### src/symmDecorr_params.svh
`ifndef SYMMDECORR_PARAMS_SVH
`define SYMMDECORR_PARAMS_SVH

// Q13 fixed-point format of the matrix elements

`define ELEM_W 26     // Signed element width

`define FRAC_BITS 13  // Products shift right by this before summing

// Intermediate dot product sums, wide enough for a full product
`define ACC_W 52

// Square matrix, streamed row-major
`define MAT_DIM 4

`endif

### src/symmDecorrPkg.sv
`default_nettype none

`include "symmDecorr_params.svh"

package symmDecorrPkg;

    // One signed Q13 matrix element
    typedef logic signed [`ELEM_W-1:0] elem_t;

    // c0 sits in the top bits
    typedef struct packed {
        elem_t c0;
        elem_t c1;
        elem_t c2;
        elem_t c3;
    } row_t;

    // Row-major, r0 in the top bits
    typedef struct packed {
        row_t r0;
        row_t r1;
        row_t r2;
        row_t r3;
    } matrix_t;

endpackage

`default_nettype wire

### src/decorrUpdate.sv
`default_nettype none

`include "symmDecorr_params.svh"

module decorrUpdate (
    input  wire logic                   clk_mul3,
    input  wire logic                   rst,
    input  wire logic                   rowValid,
    input  wire symmDecorrPkg::matrix_t prodRows,
    input  wire symmDecorrPkg::matrix_t matrixW,
    output logic                        outValid,
    output symmDecorrPkg::elem_t        outData,
    output logic                        busy
);

    localparam int NumElems = `MAT_DIM * `MAT_DIM;
    localparam int FlatW    = NumElems * `ELEM_W;

    logic [FlatW-1:0] flatW;
    logic [FlatW-1:0] flatP;
    logic [FlatW-1:0] updFlat;
    logic [FlatW-1:0] outShift;
    logic [3:0]       outCnt;

    assign flatW = matrixW;
    assign flatP = prodRows;

    // Both operands share the flat layout, so no reordering is needed
    for (genvar i = 0; i < NumElems; i++) begin : genUpd
        symmDecorrPkg::elem_t      wElem;
        symmDecorrPkg::elem_t      pElem;
        logic signed [`ELEM_W+1:0] sum;

        assign wElem = flatW[i*`ELEM_W +: `ELEM_W];
        assign pElem = flatP[i*`ELEM_W +: `ELEM_W];
        assign sum   = wElem + (wElem >>> 1) - pElem;  // 1.5*W - P
        assign updFlat[i*`ELEM_W +: `ELEM_W] = sum[`ELEM_W-1:0];
    end

    always_ff @(posedge clk_mul3) begin
        if (rst) begin
            outValid <= 1'b0;
            outCnt   <= '0;
        end else if (rowValid) begin
            outValid <= 1'b1;
            outCnt   <= '0;
        end else if (outValid) begin
            outCnt <= outCnt + 4'd1;
            if (outCnt == 4'(NumElems - 1)) begin
                outValid <= 1'b0;  // Last of 16
            end
        end
    end

    // Element 0 leaves first from the top slice
    always_ff @(posedge clk_mul3) begin
        if (rowValid) begin
            outShift <= updFlat;
        end else if (outValid) begin
            outShift <= outShift << `ELEM_W;
        end
    end

    assign outData = symmDecorrPkg::elem_t'(outShift[FlatW-1 -: `ELEM_W]);
    assign busy    = outValid;

endmodule

`default_nettype wire

### config.mk
export PLATFORM = sky130hd
export DESIGN_NAME = decorrUpdate
export DESIGN_NICKNAME = d
export VERILOG_FILES = /design/src/symmDecorrPkg.sv /design/src/decorrUpdate.sv
export VERILOG_INCLUDE_DIRS = /design/src
export SDC_FILE = /design/constraint.sdc
export NUM_CORES = 2
export LEC_CHECK = 0
export BUFFER_PORTS_ARGS = -buffer_cell sky130_fd_sc_hd__buf_4
export CORE_AREA = 4 4 336 338
export DETAILED_ROUTE_END_ITERATION = 10
export DIE_AREA = 0 0 340 342
export PLACE_DENSITY = 0.65
export REMOVE_ABC_BUFFERS = 1
export SYNTH_ARGS = -nofsm -noshare
export SYNTH_HDL_FRONTEND = slang
export SYNTH_SLANG_ARGS = --single-unit
### constraint.sdc
create_clock -name clk_mul3 -period 16.25 [get_ports clk_mul3]
set_input_delay 4.0625 -clock clk_mul3 [delete_from_list [all_inputs] [get_ports clk_mul3]]
set_output_delay 4.0625 -clock clk_mul3 [all_outputs]
set_load 0.02 [all_outputs]
==> qor.yml <==
setup_path:
  r2r_slack_ns: 13.02
  critPathTopFamily: "compound AO/OA/AOI/OAI gates"
  crit_chain: "buf_4 > inv_1 > fa_1 > inv_1 > ha_1 > a2111oi_0 > o21ai_1 > a41oi_1 > o21ai_1 > o41ai_2 > o21ai_1 > a31oi_1 > xnor2_1 > mux2_2"
  cp_slowest_stage_delay_ns: 0.62
  required_ns: 16.65
  critPathLaunchType: "primary input"
  cp_common_cell: "o21ai_1"
  setup.worst_path.end_class: "flip-flop"
  cp_slowest_cell: "a41oi_1"
  cp.arrival_ns: 7.92
  path_max_fanout: 4
  worstSetupPathType: "in2reg"
  cp.depth: 14
  r2r_cells: 3
  cp_num_buf_inv: 3
  reg2reg_to: "outShift[288]"
  rr_startpoint: "busy"
synth:
  synthSimpleGateAreaFrac_pct: 7.634
  ys.flop_type: "edfxtp_1"
  synth_xor_area_share_pct: 6.388
  synth_enable_flop_cells: 416
  muxShareOfSynthArea_pct: 7.022
  ys_warn_count: 0
  ys_types: 83
  async_flop_share_pct: 0
  synthTopCellsByArea: "edfxtp_1 26%, fa_1 17%, ha_1 11%"
  syn_avg_cell_area_um2: 9.399
  synth_top_cell_area_share_pct: 25.81
  synth_cells: 5149
  synth_area_um2: 48400
  yosysTopAreaCell: "edfxtp_1"
  synth-seq-cells: 421
  synth_seq_area_share_pct: 26.02
  synth-compound-area-share_pct: 14.71
  post_synth_fa_ha_maj_area_fraction_pct: 27.33
  synth_top_family_by_area: "adder cells"
floorplan:
  fp.dieH_um: 342
  ioPinCount: 863
  die_area_um2: 116300
  dieWidth_um: 340
  start_util_pct: 43.97
  core_area_um2: 110100
  fp-row-count: 122
timing:
  maxSlewViolCount: 0
  slew-limit-headroom_pct: 28.99
  layout_min_cycle_time_ns: 7.520
  setup_viol: 0
  tns_ns: 0
  fin_skew_ns: 0.02789
  finalCritPeriodShare_pct: 46.27
  hold_viol: 0
  max_freq_ghz: 0.1330
  fin_hold_ws_ns: 0.5191
  grt_setup_unrepaired: "false"
  tightest_slew_ns: 1.065
route:
  drtPass1Iterations: 7
  final_antenna_net_count: 0
  wire_per_inst_um: 20.52
  drtIter0Drc: 1936
  finalWirelength_mm: 154.6
  drc: 0
  vias: 38840
  via_per_inst: 5.155
power:
  clock_power_share_pct: 21.7
  power_frac_seq_pct: 29.4
  leakage_uw: 0.02910
  power.internal_uw: 3677
  p_per_area_nw_per_um2: 99.65
  p_sw_uw: 2124
  ir_drop_uv: 85.06
  swShare_pct: 36.62
  power.share.combinational_pct: 48.9
cts:
  cts_max_path_buffers: 3
  cts_tree: "yes"
  cts_setup_buffers: 0
  hold_buffers: 0
  clk_pin_slew_worst_paths_ns: 0.06
  cts_resized: 0
  cts-htree-levels: 2
  clock_latency_ns: 0.65
  cts_made_buffers: 55
  cts_root_buf: "clkbuf_16"
  cts.sinks: 421
placed_design:
  dpl.hpwl_mm: 130.0
  gp_congestion: 0.9126
  postPlaceCellArea_um2: 56350
  port_buffers: 862
global_route:
  overflow: 0
  grtUsageTotal_pct: 26.14
  grt_max_degree: 152
  grt_pass1_vias: 41365
  antenna_found_initial: 59
  grt_pass1_wl_mm: 234.1
worst_hold_path:
  min_to: "outShift[60]"
  hold_depth: 1
  hp-start: "outShift[34]"
  min_path_type: "reg2reg"
layout:
  multi_input_area_um2: 30530
  drive_above_1_share_pct: 21.24
  final_util_pct: 52.89
  seqCellArea_um2: 12590
  nNetsFinal: 7622
  fillers: 10286
  syn2layout_area_growth_pct: 20.28
  stdcell_area_um2: 58210
status:
  status: "finished clean"
flow_run:
  drv_cap: 0
## cells by family (layout without fill, tap and decap cells)
| kind of cell | Yosys count | in the layout |
|---|---|---|
| buf+inv | 1379 | 2243 |
| compound gates | 1102 | 1102 |
| fa+ha+maj | 817 | 817 |
| simple gates | 775 | 775 |
| flops | 421 | 421 |
| xor+xnor | 353 | 353 |
| mux | 302 | 302 |
| other cells | 0 | 34 |
## through the flow
step	cells	setup slack (ns)	power (uW)
floorplan	5037	6.598	3713
global placement	7401	8.066	4515
detailed placement	7401	8.073	4549
CTS	7501	8.746	5842
global route	7515	8.528	6221
finish	7535	8.730	5801
## layer usage
layer / global-route usage, % / vias to the layer above / wire [um]
met4: 8.684 / 42 / 5424
met2: 49.78 / 1113 / 82020
met1: 27.79 / 18632 / 55270
li1: - / 18788 / -
met3: 7.008 / 265 / 11580
met5: 0 / - / 306
## cell usage in the layout, fill, tap and decap left out, drive strengths merged, types with 36 or more instances in the layout
master | netlist | routed
mux2 | 300 | 300
inv | 1267 | 1268
o21ai | 201 | 201
edfxtp | 416 | 416
nor2b | 62 | 62
nor2 | 208 | 208
ha | 417 | 417
a21o | 203 | 203
xnor2 | 240 | 240
fa | 400 | 400
clkbuf | 76 | 71
a21oi | 343 | 343
buf | 36 | 876
nand2 | 217 | 217
and3 | 36 | 36
o21a | 68 | 68
xor2 | 113 | 113
nand3 | 59 | 59
nand2b | 40 | 40
a31oi | 36 | 36
nor3 | 53 | 53
## power groups by stage
stage,sequential (uW),clock [uW],combinational (uW)
6_report,1700,1260,2840
5_1_grt,1730,1330,3160
4_1_cts,1710,1290,2850
3_5_place_dp,1730,0,2820
3_3_place_gp,1720,0,2790
2_1_floorplan,1730,0,1990
## Yosys cell counts, types with 6 or more instances
library cell     n
o41ai_1          7
o31a_1           6
o211ai_1        15
nor2_1         208
a31o_2          17
buf_4           27
fa_1           400
a31oi_1         34
nand2b_1        40
a21boi_0         6
nor3_1          53
clkbuf_1        76
inv_1         1266
nand2_1        217
a221oi_1         8
a2111oi_0        9
o21bai_1        34
a21o_1         203
and4_1           7
a221o_1         12
xnor2_1        240
or2_2            6
a211oi_1        32
xor2_1         113
o21ai_1         29
a41oi_1         10
o21a_1          68
and3_1          36
buf_1            9
nand4_1         27
o21ai_0        172
nand3b_1         8
nor2b_1         62
ha_1           417
nand3_1         59
edfxtp_1       416
a311oi_1         9
and2_1          18
or3_1           12
a211o_1         11
nor4_1           8
o31ai_1         23
a21oi_1        343
mux2_2         299
## cell type report
cell class	instances	share of cell area (%)
Sequential cell	421	21.63
Clock buffer	71	2.541
Timing Repair Buffer	876	11.35
Antenna cell	34	0.1462
Multi-Input combinational cell	3349	52.45
Inverter	1267	8.178
Tap cell	1488	3.198
Clock inverter	29	0.5072
## worst max path at each step
stage / start / slack (ns) / end
global route: matrixW[183] / 8.53 / outShift[207]
floorplan: rowValid / 6.60 / outShift[0]
finish: matrixW[318] / 8.73 / outShift[331]
CTS: prodRows[183] / 8.75 / outShift[207]
detailed placement: prodRows[183] / 8.07 / outShift[207]
global placement: prodRows[183] / 8.07 / outShift[207]
## sequential cells by signal, indices dropped and copies added, names as in the netlist
| name | flops |
|---|---|
| busy | 1 |
| outShift | 416 |
| outCnt | 4 |
No activity file was read; power rests on OpenSTA's default activity.
