--- src/symmDecorr_params.svh ---
`ifndef SYMMDECORR_PARAMS_SVH
`define SYMMDECORR_PARAMS_SVH

// Q13 fixed-point format of the matrix elements

`define ELEM_W 26     // Signed element width

`define FRAC_BITS 13  // Products shift right by this before summing

// Intermediate dot product sums, wide enough for a full product
`define ACC_W 52

// Square matrix, streamed row-major
`define MAT_DIM 4

`endif

--- src/symmDecorrPkg.sv ---
`default_nettype none

`include "symmDecorr_params.svh"

package symmDecorrPkg;

    // One signed Q13 matrix element
    typedef logic signed [`ELEM_W-1:0] elem_t;

    // c0 sits in the top bits
    typedef struct packed {
        elem_t c0;
        elem_t c1;
        elem_t c2;
        elem_t c3;
    } row_t;

    // Row-major, r0 in the top bits
    typedef struct packed {
        row_t r0;
        row_t r1;
        row_t r2;
        row_t r3;
    } matrix_t;

endpackage

`default_nettype wire

--- src/matrixLoader.sv ---
`default_nettype none

`include "symmDecorr_params.svh"

module matrixLoader (
    input  wire logic                   clk_mul3,
    input  wire logic                   rst,
    input  wire logic                   elemValid,
    input  wire symmDecorrPkg::elem_t   elemData,
    output symmDecorrPkg::matrix_t      matrixW,
    output logic                        matReady
);

    localparam int NumElems = `MAT_DIM * `MAT_DIM;
    localparam int FlatW    = NumElems * `ELEM_W;

    logic [3:0]       elemCnt;
    logic [FlatW-1:0] stage;
    logic             lastElem;

    assign lastElem = elemValid && (elemCnt == 4'(NumElems - 1));

    always_ff @(posedge clk_mul3) begin
        if (rst) begin
            elemCnt  <= '0;
            matReady <= 1'b0;
        end else begin
            matReady <= lastElem;  // One cycle after the 16th element
            if (elemValid) begin
                elemCnt <= elemCnt + 4'd1;  // Wraps after element 15
            end
        end
    end

    // Element 0 goes to the top slice so the flat vector matches matrix_t
    always_ff @(posedge clk_mul3) begin
        if (elemValid) begin
            stage[(NumElems - 1 - elemCnt) * `ELEM_W +: `ELEM_W] <= elemData;
        end
    end

    // Only a complete matrix is published
    always_ff @(posedge clk_mul3) begin
        if (lastElem) begin
            matrixW <= symmDecorrPkg::matrix_t'({stage[FlatW-1:`ELEM_W], elemData});
        end
    end

endmodule

`default_nettype wire

--- config.mk ---
export PLATFORM = sky130hd
export DESIGN_NAME = matrixLoader
export DESIGN_NICKNAME = d
export VERILOG_FILES = /design/src/symmDecorrPkg.sv /design/src/matrixLoader.sv
export VERILOG_INCLUDE_DIRS = /design/src
export SDC_FILE = /design/constraint.sdc
export NUM_CORES = 1
export LEC_CHECK = 0
export ABC_AREA = 0
export ABC_CLOCK_PERIOD_IN_PS = 18900
export BUFFER_PORTS_ARGS = -buffer_cell sky130_fd_sc_hd__clkbuf_2
export CORE_ASPECT_RATIO = 0.75
export CORE_UTILIZATION = 62
export CTS_CLUSTER_DIAMETER = 60
export DETAILED_ROUTE_END_ITERATION = 6
export PLACE_DENSITY = 0.93
export REMOVE_ABC_BUFFERS = 1
export SLEW_MARGIN = 5
export SYNTH_ARGS = -nofsm -noshare
export SYNTH_HDL_FRONTEND = slang
export SYNTH_SLANG_ARGS = --single-unit
export TNS_END_PERCENT = 50
--- constraint.sdc ---
create_clock -name clk_mul3 -period 18.9 [get_ports clk_mul3]
set_clock_uncertainty 0.05 [all_clocks]
set_input_delay 3.78 -clock clk_mul3 [delete_from_list [all_inputs] [get_ports clk_mul3]]
set_output_delay 3.78 -clock clk_mul3 [all_outputs]
set_load 0.01 [all_outputs]
==> impl_metrics.json, run 1 <==
{
  "postCtsSetupBuffers": 0,
  "hold_class": "flip-flop to flip-flop",
  "hold_viol_final": 0,
  "core_area_um2": 50640,
  "drt_iter0_markers": 3350,
  "drive_gt1_frac": 0.2472,
  "die_h_um": 199.1,
  "grt_antenna_before_repair": 2,
  "cts_root_buf": "clkbuf_16",
  "r2r_end": "stage[277]",
  "slew-limit-headroom": 0.02059,
  "min_period_ns": 7.445,
  "gp_congestion": 1.055,
  "finalCritPeriodShare": 0.3939,
  "nets": 2713,
  "cellPowerDensity_nw_per_um2": 123.5,
  "path_max_fanout": 18,
  "globalRouteOverflowTotal": 0,
  "via_per_inst": 6.606,
  "via_count": 22300,
  "synth_cell_types": 75,
  "rsz0062_at_grt": "no",
  "cts.repair.resized": 0,
  "drc_errors": 0,
  "max_freq_ghz": 0.1343,
  "firstDrtPassIters": 6,
  "routed_wl_mm": 99.48,
  "reg2reg_setup_slack_ns": 11.46,
  "syn_to_final_growth_pct": 16.05,
  "min_from": "stage[256]",
  "synth_top_area_frac": 0.7537,
  "tightest_slew_ns": 1.469,
  "cts_tree": "built",
  "dp_slack_ns": 11.82,
  "yosysWarnings": 0,
  "worstSetupPathType": "flip-flop to flip-flop",
  "cp-start-kind": "flip-flop",
  "antenna_left": 0,
  "critPathRequiredTime_ns": 19.12,
  "grt_first_pass_wirelength_mm": 139.8,
  "syn_inst": 2242,
  "port-buffer-count": 445,
  "syn_avg_cell_area_um2": 14.32,
  "outcome": "finished, final reports clean",
  "numCtsBuffers": 73,
  "routedWlPerCell_um": 29.47,
  "ys_async_sr_fraction": 0,
  "r2r_cells": 14,
  "grt_max_degree": 200,
  "seq_area_frac_synth": 0.7568,
  "design.die.area_um2": 52720,
  "p_leak_nw": 13.51,
  "worst_slack_ns": 11.46,
  "first_global_vias": 21330,
  "ir_drop_uv": 106.2,
  "hold_buffers": 0,
  "dp_hpwl_mm": 67.70,
  "final.fill_count": 3038,
  "clock-sinks": 811,
  "arrival_ns": 7.67,
  "cap_violations": 0,
  "finalPower_mw": 4.602,
  "gr-usage-all-layers": 0.3739,
  "slew_violations": 0,
  "cts_buffer_depth": 3,
  "clock_latency_ns": 0.64,
  "fin_tns_setup_ns": 0,
  "stdcell_count": 3376,
  "ios": 446,
  "synth_area_leader_cell": "edfxtp_1",
  "min_to": "matrixW[256]",
  "path_clk_slew_ns": 0.07,
  "whs_path_depth": 0,
  "synth_area_um2": 32110,
  "initial_core_util": 0.6342,
  "synth_ff_type": "edfxtp_1",
  "die_w_um": 264.8,
  "placed_cells": 3247,
  "synth-edff-count": 806,
  "synth_seq_cells": 811,
  "setup_viol": 0,
  "worst_setup_path_end_kind": "flip-flop",
  "ys_top_cells_by_area": "edfxtp_1 (75%), nor2_1 (6.8%), nand2_1 (1.3%)",
  "rows": 71,
  "r2r-start": "elemCnt[0]",
  "h-tree-depth": 3
}
[Yosys cell counts (all sizes together) (5+ instances only)]
| cell | n |
|---|---|
| a21o | 5 |
| o211ai | 8 |
| ha | 18 |
| or2 | 7 |
| mux4 | 14 |
| and3 | 7 |
| a2bb2oi | 5 |
| clkbuf | 71 |
| nor2b | 9 |
| a31oi | 5 |
| inv | 9 |
| xnor2 | 9 |
| o21ai | 39 |
| mux2i | 33 |
| dfxtp | 5 |
| edfxtp | 806 |
| and2 | 14 |
| nor3 | 61 |
| nor2 | 584 |
| nand2 | 111 |
| o2bb2ai | 8 |
| nand3 | 55 |
| or3 | 13 |
| o22ai | 12 |
| buf | 66 |
| mux2 | 29 |
| a21oi | 82 |
| nand4 | 12 |
| a22oi | 51 |
| a32oi | 16 |
| a22o | 13 |
[kinds of logic (layout without fill, tap and decap cells)]
family	Yosys count	in the layout	share of synthesized area
buffers and inverters	147	623	0.01995
other	0	1	0
xor gates and xnor gates	15	15	0.005883
DFF	811	811	0.7568
AOI/OAI and AO/OA	281	281	0.05910
muxes	76	76	0.03027
and+or+nand+nor	893	893	0.1204
adders and majority gates	19	19	0.007636
[worst max-delay path, cell delays in order (launching register included)]
cell and delay [ns]:
dfxtp_2 0.34, clkinv_1 0.61, ha_2 0.63, ha_1 0.23, ha_1 0.23, fa_1 0.74, nor4b_2 0.68, nand2_1 0.31
nor2_1 0.17, ha_1 0.70, and2_1 0.60, nand2_1 0.09, nor3_1 0.95, a22oi_1 0.24, nor4_1 0.49
[where the power goes]
group	switching [mW]	leakage (nW)	internal (mW)
Sequential	0.0147	7.87	2.03
Clock	0.652	1.11	0.794
Combinational	0.873	4.53	0.238
Total	1.54	13.5	3.06
[cell usage in the layout, fill, tap and decap left out, types with 5 or more instances in the layout]
master and count:
nor2b_1 9, nand3_1 51, clkbuf_1 17, a32oi_1 16, a21oi_1 81, mux2i_1 33, o22ai_1 12, xnor2_2 5
a31oi_1 5, and2_1 14, and3_1 6, a22oi_1 50, mux4_2 14, inv_1 7, o21ai_0 27, mux2_2 29
nand2_1 110, bufinv_16 5, clkinv_1 17, clkbuf_2 445, o21ai_1 8, nor3_1 58, or2_2 7, nand4_1 11
buf_4 39, ha_1 16, a22o_1 13, or3_1 13, o2bb2ai_1 8, a2bb2oi_1 5, o211ai_1 8, nor2_1 577
a21o_1 5, clkbuf_16 74, clkinv_2 7, edfxtp_1 806
[state kept, by name, summed over array words and instances (netlist names)]
signal / count
elemCnt: 4
stage: 390
matrixW: 416
matReady: 1
[cell type report]
| class | instances | area (um2) | area share |
|---|---|---|---|
| sequential | 811 | 24300 | 0.6521 |
| multi-input combinational | 1284 | 7283 | 0.1954 |
| timing repair buffer | 485 | 2540 | 0.06815 |
| clock buffer | 91 | 1916 | 0.05140 |
| tap | 657 | 822.0 | 0.02206 |
| clock inverter | 37 | 364.1 | 0.009769 |
| inverter | 10 | 37.54 | 0.001007 |
| antenna | 1 | 2.502 | 0.00006714 |
[worst max path at each step]
| stage | cells past startpoint | from | end | slack [ns] |
|---|---|---|---|---|
| floorplan | 1 | elemValid | matrixW[0] | 4.78 |
| global placement | 4 | elemValid | matrixW[324] | 11.99 |
| detailed placement | 4 | elemValid | matrixW[218] | 11.82 |
| CTS | 13 | elemCnt[0] | stage[177] | 11.80 |
| global route | 14 | elemCnt[0] | stage[276] | 11.34 |
| finish | 14 | elemCnt[0] | stage[277] | 11.46 |
[per-stage QoR]
step	hold slack [ns]	instance area (um2)	utilization
final	0.3558	37270	0.7360
after CTS	0.3498	37260	0.7358
after floorplan	0.3503	31510	-
after global placement	0.3504	34980	0.6908
after detailed placement	0.3545	34980	0.6908
after global routing	0.3589	37270	0.7360
[per-layer routing]
layer / track usage / share of wire
met5: 0 / 0.00013
met4: 0.1351 / 0.039
met3: 0.1309 / 0.14
met2: 0.5994 / 0.47
met1: 0.4770 / 0.35
No activity file was read; power rests on OpenSTA's default activity.
==> run 2, diff against run 1 <==
--- a/config.mk
+++ b/config.mk
@@ -7,13 +7,13 @@
 export NUM_CORES = 1
 export LEC_CHECK = 0
 export ABC_AREA = 0
-export ABC_CLOCK_PERIOD_IN_PS = 18900
+export ABC_CLOCK_PERIOD_IN_PS = 7490
 export BUFFER_PORTS_ARGS = -buffer_cell sky130_fd_sc_hd__clkbuf_2
 export CORE_ASPECT_RATIO = 0.75
-export CORE_UTILIZATION = 62
+export CORE_UTILIZATION = 57
 export CTS_CLUSTER_DIAMETER = 60
 export DETAILED_ROUTE_END_ITERATION = 6
-export PLACE_DENSITY = 0.93
+export PLACE_DENSITY = 0.87
 export REMOVE_ABC_BUFFERS = 1
 export SLEW_MARGIN = 5
 export SYNTH_ARGS = -nofsm -noshare
==> constraint.sdc (replaced) <==
create_clock -name clk_mul3 -period 7.49 [get_ports clk_mul3]
set_clock_uncertainty 0.05 [all_clocks]
set_input_delay 1.498 -clock clk_mul3 [delete_from_list [all_inputs] [get_ports clk_mul3]]
set_output_delay 1.498 -clock clk_mul3 [all_outputs]
set_load 0.01 [all_outputs]
==> impl_metrics.json, run 2 (synthesized netlist as in run 1, its figures left out) <==
{
  "die_h_um": 207.6,
  "core_area_um2": 55090,
  "layout.cells.most_common_list": "edfxtp_1 (806), nor2_1 (577), clkbuf_2 (445)",
  "h-tree-depth": 3,
  "dp_hpwl_mm": 68.69,
  "globalRouteOverflowTotal": 0,
  "worstSetupPathType": "flip-flop to flip-flop",
  "ir_drop_uv": 200.4,
  "slew-limit-headroom": 0.07135,
  "numCtsBuffers": 73,
  "cap_violations": 0,
  "nets": 2727,
  "outcome": "finished, final reports clean",
  "finalPower_mw": 11.65,
  "routed_wl_mm": 98.65,
  "cp-start-kind": "flip-flop",
  "cts_buffer_depth": 3,
  "grt_max_degree": 205,
  "slew_violations": 0,
  "clock-sinks": 811,
  "critPathRequiredTime_ns": 7.72,
  "grt_first_pass_wirelength_mm": 140.4,
  "final.fill_count": 3583,
  "fin_tns_setup_ns": 0,
  "cts.repair.resized": 0,
  "p_leak_nw": 13.59,
  "initial_core_util": 0.5829,
  "hold_slack_ns": 0.3498,
  "grt_antenna_before_repair": 0,
  "drive_gt1_frac": 0.2545,
  "rsz0062_at_grt": "no",
  "via_count": 22050,
  "tightest_slew_ns": 1.378,
  "largest_register_ffs": 416,
  "routedWlPerCell_um": 28.57,
  "placed_cells": 3326,
  "gr-usage-all-layers": 0.3410,
  "hold_class": "flip-flop to flip-flop",
  "min_period_ns": 6.763,
  "clock_latency_ns": 0.64,
  "num_antenna_cells": 0,
  "arrival_ns": 6.99,
  "path_max_fanout": 18,
  "first_global_vias": 21000,
  "cts_root_buf": "clkbuf_16",
  "design.die.area_um2": 57300,
  "cellPowerDensity_nw_per_um2": 311.1,
  "hold_buffers": 0,
  "max_freq_ghz": 0.1479,
  "gp_congestion": 1.053,
  "die_w_um": 276.1,
  "port-buffer-count": 445,
  "cts_tree": "built",
  "finalCritPeriodShare": 0.9029,
  "max_flop_register": "matrixW",
  "antenna_left": 0,
  "via_per_inst": 6.386,
  "worst_setup_path_end_kind": "flip-flop",
  "postCtsSetupBuffers": 0,
  "stdcell_count": 3453,
  "final_common_cell": "edfxtp_1",
  "drt_iter0_markers": 3211,
  "firstDrtPassIters": 7,
  "ios": 446,
  "syn_to_final_growth_pct": 16.57,
  "drc_errors": 0,
  "rows": 74,
  "top_regs": "matrixW x416, stage x390, elemCnt x4",
  "setup_viol": 0,
  "hold_viol_final": 0,
  "path_clk_slew_ns": 0.07
}
run 2: routing by layer:
layer	share of wire	global-route usage	wire length, um	up-vias
met4	0.033	0.1152	3272	0
met5	0	0	0	-
met1	0.38	0.4607	37010	10850
li1	-	-	-	9161
met3	0.13	0.1085	13150	249
met2	0.46	0.5281	45210	1795
run 2: worst paths after layout:
check | start | endpoint | slack [ns] | cells past startpoint
setup / recovery | elemCnt[0] | stage[277] | 0.73 | 15
hold / removal | stage[165] | matrixW[165] | 0.35 | 0
setup reg to reg | elemCnt[0] | stage[277] | 0.73 | 15
hold reg to reg | stage[165] | matrixW[165] | 0.35 | 0
run 2: per-stage QoR:
stage / instance area, um2 / utilization / setup slack (ns)
2_1_floorplan: 31510 / - / -5.033
3_3_place_gp: 35170 / 0.6383 / 1.071
3_5_place_dp: 35170 / 0.6383 / 0.8669
4_1_cts: 37440 / 0.6795 / 0.8372
5_1_grt: 37440 / 0.6795 / 0.4263
6_report: 37440 / 0.6795 / 0.7272
run 2: cell type report:
class	count	area, um2	share of cell area
timing repair buffer	499	2645	0.07066
clock buffer	91	1926	0.05144
sequential	811	24300	0.6492
clock inverter	36	344.1	0.009191
tap	722	903.4	0.02413
inverter	10	37.54	0.001003
multi-input combinational	1284	7276	0.1944
run 2: critical path, stage by stage, from the launching register on:
cell and delay (ns):
dfxtp_2 0.33, clkinv_1 0.56, ha_2 0.62, ha_1 0.24
ha_1 0.24, fa_1 0.74, nor4b_2 0.64, nand2_1 0.29
nor2_1 0.17, ha_1 0.14, buf_4 0.23, and2_1 0.56
nand2_1 0.10, nor3_1 0.71, a22oi_1 0.26, nor4_1 0.50
run 2: report_power, final:
part / internal [mW] / leakage (nW) / switching [mW]
logic: 0.621 / 4.60 / 2.24
registers: 5.12 / 7.87 / 0.0345
clock network: 1.98 / 1.12 / 1.65
